--- src/hw/mem_sched_defines.svh ---
/*
 * Sizing constants for the memory issue stage.
 * Include wherever queue depth, dispatch width or register widths are needed.
 */
`ifndef MEM_SCHED_DEFINES_SVH
`define MEM_SCHED_DEFINES_SVH

// Issue queue slots
`define IQ_MEM_SIZE 8

// Micro-ops accepted from dispatch per cycle
`define DISPATCH_WIDTH 2

// Physical registers and reorder-buffer tag width
`define PRF_SIZE 32
`define ROB_TAG_W 6

// Load/store address offset
`define IMM_W 12

`endif

--- src/hw/mem_uop_pkg.sv ---
/*
 * Encodings that describe a memory micro-op: its opcode and how each
 * source operand is obtained. Imported by the slot, queue and top.
 */
`default_nettype none

package mem_uop_pkg;

  // Memory opcode
  typedef enum logic {
    MEM_LD = 1'b0,
    MEM_ST = 1'b1
  } mem_op_t;

  // Source select, SRC_ZERO has no register operand and never waits
  typedef enum logic {
    SRC_RF   = 1'b0,
    SRC_ZERO = 1'b1
  } src_sel_t;

endpackage

`default_nettype wire

--- src/hw/prf_pkg.sv ---
/*
 * Physical register file index and reorder-buffer tag types.
 */
`default_nettype none

`include "mem_sched_defines.svh"

package prf_pkg;

  typedef logic [$clog2(`PRF_SIZE)-1:0] prf_index_t;

  typedef logic [`ROB_TAG_W-1:0] rob_tag_t;

endpackage

`default_nettype wire

--- src/hw/prf_busy_table.sv ---
/*
 * One busy bit per physical register. Dispatch of a load marks its
 * destination busy, a writeback pulse clears it, flush clears everything.
 */
`default_nettype none
`timescale 1ns/1ps

`include "mem_sched_defines.svh"

module prf_busy_table
  import prf_pkg::*;
(
  input  logic                       clock,
  input  logic                       reset,
  input  logic                       flush,

  input  logic [`DISPATCH_WIDTH-1:0] set_valid,
  input  prf_index_t                 set_index [`DISPATCH_WIDTH],

  input  logic                       wb_valid,
  input  prf_index_t                 wb_index,

  output logic [`PRF_SIZE-1:0]       busy
);

  logic [`PRF_SIZE-1:0] busy_next;

  always_comb begin
    busy_next = busy;
    if (wb_valid) begin
      busy_next[wb_index] = 1'b0;
    end
    // Sets are applied last so they win over a same-edge writeback
    for (int i = 0; i < `DISPATCH_WIDTH; i++) begin
      if (set_valid[i]) begin
        busy_next[set_index[i]] = 1'b1;
      end
    end
    // x0 is hardwired, never waits
    busy_next[0] = 1'b0;
  end

  always_ff @(posedge clock) begin
    if (reset || flush) begin
      busy <= '0;
    end else begin
      busy <= busy_next;
    end
  end

endmodule

`default_nettype wire

--- src/hw/issue_slot_mem.sv ---
/*
 * One entry of the collapsing memory issue queue. Loads a new micro-op
 * from dispatch or takes over the entry above on compaction, and reports
 * when both of its sources are available.
 */
`default_nettype none
`timescale 1ns/1ps

`include "mem_sched_defines.svh"

module issue_slot_mem
  import mem_uop_pkg::*;
  import prf_pkg::*;
(
  input  logic                 clock,
  input  logic                 reset,
  input  logic                 flush,

  // New micro-op from dispatch
  input  logic                 load,
  input  logic                 in_valid,
  input  mem_op_t              in_op,
  input  src_sel_t             in_rs1_src,
  input  prf_index_t           in_rs1,
  input  src_sel_t             in_rs2_src,
  input  prf_index_t           in_rs2,
  input  prf_index_t           in_rd,
  input  logic [`IMM_W-1:0]    in_imm,
  input  rob_tag_t             in_rob_tag,

  // Contents of the slot above, taken on compaction
  input  logic                 shift,
  input  logic                 next_valid,
  input  mem_op_t              next_op,
  input  src_sel_t             next_rs1_src,
  input  prf_index_t           next_rs1,
  input  src_sel_t             next_rs2_src,
  input  prf_index_t           next_rs2,
  input  prf_index_t           next_rd,
  input  logic [`IMM_W-1:0]    next_imm,
  input  rob_tag_t             next_rob_tag,

  output logic                 valid,
  output mem_op_t              op,
  output src_sel_t             rs1_src,
  output prf_index_t           rs1,
  output src_sel_t             rs2_src,
  output prf_index_t           rs2,
  output prf_index_t           rd,
  output logic [`IMM_W-1:0]    imm,
  output rob_tag_t             rob_tag,

  input  logic [`PRF_SIZE-1:0] busy,
  output logic                 ready
);

  logic rs1_ok;
  logic rs2_ok;

  always_ff @(posedge clock) begin
    if (reset || flush) begin
      valid <= 1'b0;
    end else if (load) begin
      valid <= in_valid;
    end else if (shift) begin
      valid <= next_valid;
    end
  end

  // Payload follows valid, load first
  always_ff @(posedge clock) begin
    if (load) begin
      op      <= in_op;
      rs1_src <= in_rs1_src;
      rs1     <= in_rs1;
      rs2_src <= in_rs2_src;
      rs2     <= in_rs2;
      rd      <= in_rd;
      imm     <= in_imm;
      rob_tag <= in_rob_tag;
    end else if (shift) begin
      op      <= next_op;
      rs1_src <= next_rs1_src;
      rs1     <= next_rs1;
      rs2_src <= next_rs2_src;
      rs2     <= next_rs2;
      rd      <= next_rd;
      imm     <= next_imm;
      rob_tag <= next_rob_tag;
    end
  end

  assign rs1_ok = (rs1_src == SRC_ZERO) || !busy[rs1];
  assign rs2_ok = (rs2_src == SRC_ZERO) || !busy[rs2];
  assign ready  = valid && rs1_ok && rs2_ok;

endmodule

`default_nettype wire

--- src/hw/issue_select_mem.sv ---
/*
 * Picks the oldest ready slot of the memory issue queue. Slot 0 is the
 * oldest; a store is only a candidate when it sits in slot 0.
 */
`default_nettype none
`timescale 1ns/1ps

`include "mem_sched_defines.svh"

module issue_select_mem #(
  parameter int SEL_W = $clog2(`IQ_MEM_SIZE)
) (
  input  logic [`IQ_MEM_SIZE-1:0] ready,
  input  logic [`IQ_MEM_SIZE-1:0] is_store,
  output logic [SEL_W-1:0]        sel,
  output logic                    sel_valid
);

  logic [`IQ_MEM_SIZE-1:0] candidates;

  // Stores above slot 0 still have older entries ahead of them
  assign candidates = ready & ~{is_store[`IQ_MEM_SIZE-1:1], 1'b0};

  // Priority encoder, lowest index wins
  always_comb begin
    sel       = '0;
    sel_valid = 1'b0;
    for (int i = `IQ_MEM_SIZE - 1; i >= 0; i--) begin
      if (candidates[i]) begin
        sel       = SEL_W'(i);
        sel_valid = 1'b1;
      end
    end
  end

endmodule

`default_nettype wire

--- src/hw/issue_queue_mem.sv ---
/*
 * Eight-entry in-order collapsing issue queue for memory micro-ops.
 * Accepts up to two micro-ops per cycle at the tail, issues the oldest
 * ready entry to the memory pipe and shifts the younger entries down.
 */
`default_nettype none
`timescale 1ns/1ps

`include "mem_sched_defines.svh"

module issue_queue_mem
  import mem_uop_pkg::*;
  import prf_pkg::*;
(
  input  logic                       clock,
  input  logic                       reset,
  input  logic                       flush,
  input  logic                       ex_busy,

  input  logic [`DISPATCH_WIDTH-1:0] disp_valid,
  input  mem_op_t                    disp_op      [`DISPATCH_WIDTH],
  input  src_sel_t                   disp_rs1_src [`DISPATCH_WIDTH],
  input  prf_index_t                 disp_rs1     [`DISPATCH_WIDTH],
  input  src_sel_t                   disp_rs2_src [`DISPATCH_WIDTH],
  input  prf_index_t                 disp_rs2     [`DISPATCH_WIDTH],
  input  prf_index_t                 disp_rd      [`DISPATCH_WIDTH],
  input  logic [`IMM_W-1:0]          disp_imm     [`DISPATCH_WIDTH],
  input  rob_tag_t                   disp_rob_tag [`DISPATCH_WIDTH],
  output logic [`DISPATCH_WIDTH-1:0] disp_accept,

  input  logic [`PRF_SIZE-1:0]       busy,

  output logic                       issue_valid,
  output mem_op_t                    issue_op,
  output prf_index_t                 issue_rs1,
  output prf_index_t                 issue_rs2,
  output prf_index_t                 issue_rd,
  output logic [`IMM_W-1:0]          issue_imm,
  output rob_tag_t                   issue_rob_tag,
  output logic                       iq_full
);

  localparam int IDX_W  = $clog2(`IQ_MEM_SIZE);
  localparam int CNT_W  = IDX_W + 1;
  localparam int LANE_W = $clog2(`DISPATCH_WIDTH);

  // Slot contents, entry IQ_MEM_SIZE is an always-empty slot above the top
  logic [`IQ_MEM_SIZE:0]   s_valid;
  mem_op_t                 s_op      [`IQ_MEM_SIZE+1];
  src_sel_t                s_rs1_src [`IQ_MEM_SIZE+1];
  prf_index_t              s_rs1     [`IQ_MEM_SIZE+1];
  src_sel_t                s_rs2_src [`IQ_MEM_SIZE+1];
  prf_index_t              s_rs2     [`IQ_MEM_SIZE+1];
  prf_index_t              s_rd      [`IQ_MEM_SIZE+1];
  logic [`IMM_W-1:0]       s_imm     [`IQ_MEM_SIZE+1];
  rob_tag_t                s_rob_tag [`IQ_MEM_SIZE+1];

  logic [`IQ_MEM_SIZE-1:0] ready;
  logic [`IQ_MEM_SIZE-1:0] is_store;
  logic [`IQ_MEM_SIZE-1:0] load;
  logic [`IQ_MEM_SIZE-1:0] shift;
  logic [LANE_W-1:0]       lane_sel  [`IQ_MEM_SIZE];

  logic [IDX_W-1:0]        sel;
  logic                    sel_valid;
  logic                    issue_fire;

  logic [CNT_W-1:0]        occupancy;
  logic [CNT_W-1:0]        in_count;
  logic [CNT_W-1:0]        tail;
  logic [CNT_W-1:0]        pos;

  assign s_valid[`IQ_MEM_SIZE]   = 1'b0;
  assign s_op[`IQ_MEM_SIZE]      = MEM_LD;
  assign s_rs1_src[`IQ_MEM_SIZE] = SRC_ZERO;
  assign s_rs1[`IQ_MEM_SIZE]     = '0;
  assign s_rs2_src[`IQ_MEM_SIZE] = SRC_ZERO;
  assign s_rs2[`IQ_MEM_SIZE]     = '0;
  assign s_rd[`IQ_MEM_SIZE]      = '0;
  assign s_imm[`IQ_MEM_SIZE]     = '0;
  assign s_rob_tag[`IQ_MEM_SIZE] = '0;

  // Full means fewer than DISPATCH_WIDTH free slots, issue not counted
  assign iq_full     = (CNT_W'(`IQ_MEM_SIZE) - occupancy) < CNT_W'(`DISPATCH_WIDTH);
  assign disp_accept = disp_valid & {`DISPATCH_WIDTH{~iq_full}};

  assign issue_fire = sel_valid && !ex_busy;
  assign tail       = occupancy - CNT_W'(issue_fire);

  // Pack accepted lanes in order from the tail
  always_comb begin
    load     = '0;
    in_count = '0;
    pos      = tail;
    for (int k = 0; k < `IQ_MEM_SIZE; k++) begin
      lane_sel[k] = '0;
    end
    for (int i = 0; i < `DISPATCH_WIDTH; i++) begin
      if (disp_accept[i]) begin
        load[pos[IDX_W-1:0]]     = 1'b1;
        lane_sel[pos[IDX_W-1:0]] = LANE_W'(i);
        pos                      = pos + 1'b1;
        in_count                 = in_count + 1'b1;
      end
    end
  end

  always_ff @(posedge clock) begin
    if (reset || flush) begin
      occupancy <= '0;
    end else begin
      occupancy <= tail + in_count;
    end
  end

  for (genvar k = 0; k < `IQ_MEM_SIZE; k++) begin : g_slot
    assign shift[k]    = issue_fire && (IDX_W'(k) >= sel);
    assign is_store[k] = (s_op[k] == MEM_ST);

    issue_slot_mem u_slot (
      .clock        (clock),
      .reset        (reset),
      .flush        (flush),
      .load         (load[k]),
      .in_valid     (disp_accept[lane_sel[k]]),
      .in_op        (disp_op[lane_sel[k]]),
      .in_rs1_src   (disp_rs1_src[lane_sel[k]]),
      .in_rs1       (disp_rs1[lane_sel[k]]),
      .in_rs2_src   (disp_rs2_src[lane_sel[k]]),
      .in_rs2       (disp_rs2[lane_sel[k]]),
      .in_rd        (disp_rd[lane_sel[k]]),
      .in_imm       (disp_imm[lane_sel[k]]),
      .in_rob_tag   (disp_rob_tag[lane_sel[k]]),
      .shift        (shift[k]),
      .next_valid   (s_valid[k+1]),
      .next_op      (s_op[k+1]),
      .next_rs1_src (s_rs1_src[k+1]),
      .next_rs1     (s_rs1[k+1]),
      .next_rs2_src (s_rs2_src[k+1]),
      .next_rs2     (s_rs2[k+1]),
      .next_rd      (s_rd[k+1]),
      .next_imm     (s_imm[k+1]),
      .next_rob_tag (s_rob_tag[k+1]),
      .valid        (s_valid[k]),
      .op           (s_op[k]),
      .rs1_src      (s_rs1_src[k]),
      .rs1          (s_rs1[k]),
      .rs2_src      (s_rs2_src[k]),
      .rs2          (s_rs2[k]),
      .rd           (s_rd[k]),
      .imm          (s_imm[k]),
      .rob_tag      (s_rob_tag[k]),
      .busy         (busy),
      .ready        (ready[k])
    );
  end

  issue_select_mem u_select (
    .ready     (ready),
    .is_store  (is_store),
    .sel       (sel),
    .sel_valid (sel_valid)
  );

  assign issue_valid   = sel_valid;
  assign issue_op      = s_op[sel];
  assign issue_rs1     = s_rs1[sel];
  assign issue_rs2     = s_rs2[sel];
  assign issue_rd      = s_rd[sel];
  assign issue_imm     = s_imm[sel];
  assign issue_rob_tag = s_rob_tag[sel];

endmodule

`default_nettype wire

--- src/hw/mem_issue_top.sv ---
/*
 * Memory issue stage: busy table plus collapsing issue queue.
 * Takes two dispatch lanes and writeback pulses, feeds one memory pipe.
 */
`default_nettype none
`timescale 1ns/1ps

`include "mem_sched_defines.svh"

module mem_issue_top
  import mem_uop_pkg::*;
  import prf_pkg::*;
(
  input  logic                       clock,
  input  logic                       reset,
  input  logic                       flush,

  input  logic [`DISPATCH_WIDTH-1:0] disp_valid,
  input  mem_op_t                    disp_op      [`DISPATCH_WIDTH],
  input  src_sel_t                   disp_rs1_src [`DISPATCH_WIDTH],
  input  prf_index_t                 disp_rs1     [`DISPATCH_WIDTH],
  input  src_sel_t                   disp_rs2_src [`DISPATCH_WIDTH],
  input  prf_index_t                 disp_rs2     [`DISPATCH_WIDTH],
  input  prf_index_t                 disp_rd      [`DISPATCH_WIDTH],
  input  logic [`IMM_W-1:0]          disp_imm     [`DISPATCH_WIDTH],
  input  rob_tag_t                   disp_rob_tag [`DISPATCH_WIDTH],

  input  logic                       wb_valid,
  input  prf_index_t                 wb_index,

  input  logic                       ex_busy,

  output logic                       issue_valid,
  output mem_op_t                    issue_op,
  output prf_index_t                 issue_rs1,
  output prf_index_t                 issue_rs2,
  output prf_index_t                 issue_rd,
  output logic [`IMM_W-1:0]          issue_imm,
  output rob_tag_t                   issue_rob_tag,
  output logic                       iq_full
);

  logic [`PRF_SIZE-1:0]       busy;
  logic [`DISPATCH_WIDTH-1:0] disp_accept;
  logic [`DISPATCH_WIDTH-1:0] set_valid;

  // Only accepted loads produce a result register
  for (genvar i = 0; i < `DISPATCH_WIDTH; i++) begin : g_set
    assign set_valid[i] = disp_accept[i] && (disp_op[i] == MEM_LD);
  end

  prf_busy_table u_busy_table (
    .clock     (clock),
    .reset     (reset),
    .flush     (flush),
    .set_valid (set_valid),
    .set_index (disp_rd),
    .wb_valid  (wb_valid),
    .wb_index  (wb_index),
    .busy      (busy)
  );

  issue_queue_mem u_queue (
    .clock         (clock),
    .reset         (reset),
    .flush         (flush),
    .ex_busy       (ex_busy),
    .disp_valid    (disp_valid),
    .disp_op       (disp_op),
    .disp_rs1_src  (disp_rs1_src),
    .disp_rs1      (disp_rs1),
    .disp_rs2_src  (disp_rs2_src),
    .disp_rs2      (disp_rs2),
    .disp_rd       (disp_rd),
    .disp_imm      (disp_imm),
    .disp_rob_tag  (disp_rob_tag),
    .disp_accept   (disp_accept),
    .busy          (busy),
    .issue_valid   (issue_valid),
    .issue_op      (issue_op),
    .issue_rs1     (issue_rs1),
    .issue_rs2     (issue_rs2),
    .issue_rd      (issue_rd),
    .issue_imm     (issue_imm),
    .issue_rob_tag (issue_rob_tag),
    .iq_full       (iq_full)
  );

endmodule

`default_nettype wire

--- config.mk ---
export PLATFORM = sky130hd
export DESIGN_NAME = mem_issue_top
export DESIGN_NICKNAME = d
export VERILOG_FILES = /design/src/hw/mem_uop_pkg.sv /design/src/hw/prf_pkg.sv /design/src/hw/prf_busy_table.sv /design/src/hw/issue_slot_mem.sv /design/src/hw/issue_select_mem.sv /design/src/hw/issue_queue_mem.sv /design/src/hw/mem_issue_top.sv
export VERILOG_INCLUDE_DIRS = /design/src /design/src/hw
export SDC_FILE = /design/constraint.sdc
export NUM_CORES = 1
export LEC_CHECK = 0
export ABC_AREA = 1
export BUFFER_PORTS_ARGS = -buffer_cell sky130_fd_sc_hd__buf_2
export CAP_MARGIN = 20
export CORE_ASPECT_RATIO = 2
export CORE_UTILIZATION = 40
export CTS_CLUSTER_SIZE = 12
export DETAILED_ROUTE_END_ITERATION = 12
export PLACE_DENSITY_LB_ADDON = 0.08
export SLEW_MARGIN = 20
export SYNTH_ARGS = -nofsm -noshare
export SYNTH_HDL_FRONTEND = slang
export SYNTH_HIERARCHICAL = 1
export SYNTH_SLANG_ARGS = --single-unit
--- constraint.sdc ---
create_clock -name clock -period 7.7 [get_ports clock]
set_input_delay 0.77 -clock clock [delete_from_list [all_inputs] [get_ports clock]]
set_output_delay 0.77 -clock clock [all_outputs]
set_load 0.02 [all_outputs]
Yosys cells after proc, flatten, opt, wreduce, memory -nomap -nowiden
Index checks and enable logic that the tools add are counted.
Operators by class
  add/sub/neg operators: 5
  $lt $le $gt $ge: 54
  mux-type cells: 435
  bitwise gates (word level): 21
  reductions and logical operators: 75
Operators with widths (count)
  $mux W5: 124
  $mux W12: 42
  $mux W6: 42
  $mux W1: 183
  $lt A5 B6 Y1 const B: 19
  $mux W32: 3
  $bmux W1 S5: 16
  $or A32 B32 Y32: 2
  $bmux W5 S4: 3
  $bmux W12 S4: 1
  $logic_and A1 B1 Y1: 33
  $and A32 B32 Y32: 1
  $not A32 Y32: 1
  $mux W3: 9
  $bmux W6 S4: 1
  $mux W8: 3
  $logic_not A1 Y1: 17
  $logic_or A1 B1 Y1: 17
  $ge A2 B2 Y1 const B: 8
  $lt A1 B2 Y1 const B: 8
  $not A1 Y2: 8
  $reduce_bool A2 Y1: 8
  $demux W1 S5: 3
  $ge A5 B1 Y1 const B: 3
  23 further kinds: 35
Storage, ports and cells
  register bits: 332
  input port bits: 84
  output and inout port bits: 36
  word-level logic and storage cells: 665

Longest topological paths before layout
  word-level depth: 30
  mapped depth: 38
  mapped depth without buffers: 32

Modules after synthesis
Netlist, hierarchy kept.
By module, submodules not included
  issue_slot_mem: times used 8, cells an instance 316, area an instance 2297.2 um^2, sequential area each 1101.1 um^2
  issue_queue_mem: times used 1, cells an instance 1589, area an instance 7314.5 um^2, sequential area each 80.1 um^2
  prf_busy_table: times used 1, cells an instance 288, area an instance 1735.4 um^2, sequential area each 620.6 um^2
  issue_select_mem: times used 1, cells an instance 31, area an instance 133.9 um^2, sequential area each 0.0 um^2
  mem_issue_top: times used 1, cells an instance 4, area an instance 20.0 um^2, sequential area each 0.0 um^2

Worst setup path after synthesis
No wires, ideal clock.
  kind: reg2reg
  start point: register u_queue.g_slot[7].u_slot.rs2[0]
  end point: register u_queue.g_slot[1].u_slot.imm[0] (enable)
  arrival: 5024 ps
  setup slack: 2172 ps
  stages on the path, launching flop included: 35
  path buffers: 7
  cells stage by stage: edfxtp_1 buf_6 buf_6 nand2_1 nand3_2 a21oi_2 o21bai_1 nor2_1 nor2_1 nor2_1 inv_1 o21ai_0 nor2_1 nand2_1 inv_1 nor2_1 ha_1 ha_1 inv_1 ha_1 nand3b_1 nand2_1 inv_1 nand3_1 nand2_1 nor2_1 buf_2 nand2_1 buf_2 buf_2 nand2_1 inv_1 buf_2 clkbuf_1 nand2_1
On the way
  word-level cells in the longest chain between the ends: 25
RTL lines
  start: declaration: line issue_slot_mem.sv:48  | output prf_index_t rs2,
  start signal: assignment: line issue_slot_mem.sv:77  | rs2 <= in_rs2;
  start signal: assignment: line issue_slot_mem.sv:86  | rs2 <= next_rs2;
  $bmux W1 S5 (*): line issue_slot_mem.sv:94  | assign rs2_ok = (rs2_src == SRC_ZERO) || !busy[rs2];
  $mux W1 (implied by the code) (*): line issue_slot_mem.sv:94
  $logic_not A1 Y1 (*): line issue_slot_mem.sv:94
  $logic_or A1 B1 Y1 (*): line issue_slot_mem.sv:94
  $logic_and A1 B1 Y1 (*): line issue_slot_mem.sv:95  | assign ready = valid && rs1_ok && rs2_ok;
  net u_queue.ready[7]: line issue_queue_mem.sv:58  | logic [`IQ_MEM_SIZE-1:0] ready;
  $and A8 B8 Y8 (*): line issue_select_mem.sv:22  | assign candidates = ready & ~{is_store[`IQ_MEM_SIZE-1:1], 1'b0};
  $mux W1 (*) (8 in a row): line issue_select_mem.sv:29  | if (candidates[i]) begin
  net issue_valid: line mem_issue_top.sv:33  | output logic issue_valid,
  [1 not listed]
  net u_queue.issue_fire: line issue_queue_mem.sv:66  | logic issue_fire;
  [3 not listed]
  $lt A3 B4 Y1 (implied by the code) / $ge A3 B1 Y1 (equally long branches): line issue_queue_mem.sv:100  | load[pos[IDX_W-1:0]] = 1'b1;
  $logic_and A1 B1 Y1 (implied by the code): line issue_queue_mem.sv:100
  $mux W1 (implied by the code): line issue_queue_mem.sv:100
  $demux W1 S3
  $or A8 B8 Y8 (no line)
  $mux W8 (*): line issue_queue_mem.sv:99  | if (disp_accept[i]) begin
  net u_queue.load[1]: line issue_queue_mem.sv:60  | logic [`IQ_MEM_SIZE-1:0] load;
  $reduce_bool A2 Y1 (no line) (*)
  end signal: assignment: line issue_slot_mem.sv:79  | imm <= in_imm;
  end signal: assignment: line issue_slot_mem.sv:88  | imm <= next_imm;
  end: declaration: line issue_slot_mem.sv:50  | output logic [`IMM_W-1:0] imm,
The timed path passes the listed nets; every way through them passes the cells marked *. The select of a mux whose other input is x is not followed.
A chain may end at the register's enable or synchronous reset.

Worst setup path in the final report
  start point: register u_queue.g_slot[1].u_slot.rs2[0]
  end point: register u_queue.g_slot[0].u_slot.valid
RTL lines
  start: declaration: line issue_slot_mem.sv:48
  start signal: assignment: line issue_slot_mem.sv:77
  start signal: assignment: line issue_slot_mem.sv:86
  $bmux W1 S5 (*): line issue_slot_mem.sv:94
  $mux W1 (implied by the code) (*): line issue_slot_mem.sv:94
  $logic_not A1 Y1 (*): line issue_slot_mem.sv:94
  $logic_or A1 B1 Y1 (*): line issue_slot_mem.sv:94
  $logic_and A1 B1 Y1 (*): line issue_slot_mem.sv:95
  net u_queue.ready[1]: line issue_queue_mem.sv:58
  $and A8 B8 Y8 (*): line issue_select_mem.sv:22
  $mux W1 (*) (2 in a row): line issue_select_mem.sv:29
  [1 not listed]
  net u_queue.issue_fire: line issue_queue_mem.sv:66
  [3 not listed]
  $lt A3 B4 Y1 (implied by the code) / $ge A3 B1 Y1 (equally long branches): line issue_queue_mem.sv:100
  $logic_and A1 B1 Y1 (implied by the code): line issue_queue_mem.sv:100
  $mux W1 (implied by the code): line issue_queue_mem.sv:100
  $demux W1 S3
  $or A8 B8 Y8 (no line)
  $mux W8 (*): line issue_queue_mem.sv:99
  net u_queue.load[0]: line issue_queue_mem.sv:60
  $mux W1 / $reduce_bool A2 Y1 (equally long branches)
  end signal: assignment: line issue_slot_mem.sv:64  | valid <= in_valid;
  end signal: assignment: line issue_slot_mem.sv:66  | valid <= next_valid;
  end: declaration: line issue_slot_mem.sv:43  | output logic valid,
Marks and branches as above.

==> flow_metrics.tcl <==
set metrics [dict create \
    run_status "complete, no violations" \
    dr.pass1.iters 7 \
    root_buffer "clkbuf_16" \
    clock-sinks 331 \
    synth_cell_type_count 41 \
    h-tree-depth 2 \
    grtUsageTotal_pct 36.6 \
    num_rows 135 \
    crit_type "reg2reg" \
    final-max-slew-violation-count 0 \
    synthToLayoutAreaGrowth_pct 6.99 \
    hold_class "reg2reg" \
    syn_inst 4440 \
    fin_crit_sh_pct 83.7 \
    avgRoutedWirePerCell_um 24.6 \
    start_util_pct 40.6 \
    maxSlewHeadroom_pct 26.6 \
    fin_crit_ns 6.45 \
    drc 0 \
    post_cts_buffers 0 \
    place_ws_ns 1.44 \
    worst_ep_required_time_ns 8.20 \
    rsz0062_at_grt "false" \
    max_stage_delay_ns 0.87 \
    ir_drop_mv 0.933 \
    placed_cell_area_um2 28400 \
    cp-end-kind "flip-flop" \
    clock_skew_ns 0.0223 \
    syn_avg_cell_area_um2 6.21 \
    core_area_um2 67900 \
    die_area_um2 70100 \
    power_density_nw_per_um2 515 \
    yosysWarnings 6 \
    die_w_um 188 \
    netlist_area_um2 27600 \
    finalSetupViolCount 0 \
    nFillCells 7401 \
    setup_slack_ns 1.25 \
    total_leakage_power_nw 13.6 \
    clk_path_buf_depth 3 \
    critPathTopFamily "simple AND/OR/NAND/NOR gates" \
    grt_overflow 0 \
    fmax_mhz 155 \
    yosysTopAreaCellShare_pct 31.4 \
    cpMaxStageDelayCell "edfxtp_1" \
    finalSetupTns_ns 0 \
    ys_seq_area_share_pct 34.5 \
    clkSlewWorstSetupHoldPaths_ns 0.06 \
    finalNetCount 4483 \
    ys_ff_latch 331 \
    clk_latency_ns 0.57 \
    synthFlopType "edfxtp_1" \
    gp_congestion 1.07 \
    cts_resized 0 \
    async_flop_share_pct 0 \
    io_pins 120 \
    worst-path-buf-inv 8 \
    synth_edf_count 288 \
    grt_pass1_wl_mm 192 \
    cp_max_fo 38 \
    cts_buffers 36 \
    antenna_found_initial 22 \
    dp_hpwl_mm 87.7 \
    hold_ws_ns 0.535 \
    finalHoldViolCount 0 \
    synth_area_leader_cell "edfxtp_1" \
    worst_slew_pin_slew_ns 1.10 \
    synth_common_cells "nand2_1 (2188), nand3_1 (674), nor2_1 (357), edfxtp_1 (288), o21ai_0 (149)" \
    drtIter0Drc 3354 \
    avgViaCountPerCell 5.75 \
    postCtsHoldBufs 0 \
    port_buffers 119 \
    via_count 30566 \
    cp_common_cell "nand2_1" \
    critPathArrivalTime_ns 6.95 \
    drtAntennaViolNets 0 \
    design_area_um2 29500 \
    cts_tree "built" \
    grt_max_degree 139 \
    grt_pass1_vias 29123 \
    cap_violations 0 \
    p_total_mw 15.2 \
    die_h_um 373 \
    synth.most_common_cell "nand2_1" \
    drive_gt1_share_pct 8.76 \
    synth_area_leaders "edfxtp_1 (31%), nand2_1 (30%), nand3_1 (12%), nor2_1 (4.9%), dfxtp_1 (3.1%)" \
    wirelength_mm 131 \
    cp-start-kind "flip-flop" \
]
worst register-to-register path: cells and delay by family (launching register included):
family / cells / cell delay [ns]
adders and majority gates: 3 / 0.74
and+or+nand+nor: 21 / 2.65
buffers and inverters: 8 / 1.73
DFF: 1 / 0.87
AOI/OAI and AO/OA: 2 / 0.41
area by class of cell:
type	count	area [µm²]	area share, %
flip-flops and latches	331	9510	32.2
clock buffers	52	992	3.36
diodes	12	30.0	0.102
multi-input cells	3631	15700	53.1
clock inverters	12	65.1	0.220
repair buffers	231	1470	4.99
well taps	890	1110	3.77
inverters	160	643	2.18
metal layers:
layer,track usage [%],up-vias,share of wire [%]
met4,27.3,24,8.4
met5,0,-,0.12
met3,5.56,510,7.3
met2,64.2,1600,49
met1,39.5,14204,35
li1,-,14228,-
cell usage in the layout (no fill, tap or decap), drive strengths merged, types with 34 or more instances in the layout:
| master | n |
|---|---|
| nand2 | 2200 |
| nand3 | 693 |
| nor2 | 370 |
| edfxtp | 288 |
| buf | 231 |
| o21ai | 173 |
| inv | 156 |
| clkbuf | 52 |
| dfxtp | 43 |
| conb | 38 |
| a21oi | 36 |
| o32ai | 34 |
| o221ai | 34 |
metrics by stage:
| stage | util, % | instances |
|---|---|---|
| 2_1_floorplan | - | 4475 |
| 3_3_place_gp | 41.9 | 5243 |
| 3_5_place_dp | 41.9 | 5243 |
| 4_1_cts | 43.4 | 5307 |
| 5_1_grt | 43.4 | 5317 |
| 6_report | 43.5 | 5319 |
where the power goes:
group	internal, mW	switching (mW)	leakage [nW]
logic	2.17	6.88	10.1
clock network	0.899	0.787	0.516
registers	3.48	0.976	3.01
cell families after synthesis:
kind of cell | after synthesis | synth area share [%]
buffers and inverters | 513 | 9.54
AOI/OAI and AO/OA | 306 | 6.94
DFF | 331 | 34.5
adders and majority gates | 8 | 0.390
xor gates and xnor gates | 2 | 0.0635
and+or+nand+nor | 3277 | 48.6
other | 3 | 0.0408
state kept, by name, indices dropped and copies added, names as in the netlist, 31 cells and up:
register,cells
u_queue/g_slot.u_slot/imm,96
u_queue/g_slot.u_slot/rob_tag,48
u_queue/g_slot.u_slot/rd,40
u_queue/g_slot.u_slot/rs1,40
u_queue/g_slot.u_slot/rs2,40
u_busy_table/busy,31
worst paths after layout:
kind / from / end / slack [ns] / cells after the start
max: u_queue/g_slot[1].u_slot/rs2[0] / u_queue/g_slot[0].u_slot/valid / 1.25 / 34
min: u_queue/g_slot[5].u_slot/imm[6] / u_queue/g_slot[4].u_slot/imm[6] / 0.53 / 2
max reg2reg: u_queue/g_slot[1].u_slot/rs2[0] / u_queue/g_slot[0].u_slot/valid / 1.25 / 34
min reg2reg: u_queue/g_slot[5].u_slot/imm[6] / u_queue/g_slot[4].u_slot/imm[6] / 0.53 / 2
Note: power is estimated with default switching activity, not from simulation.
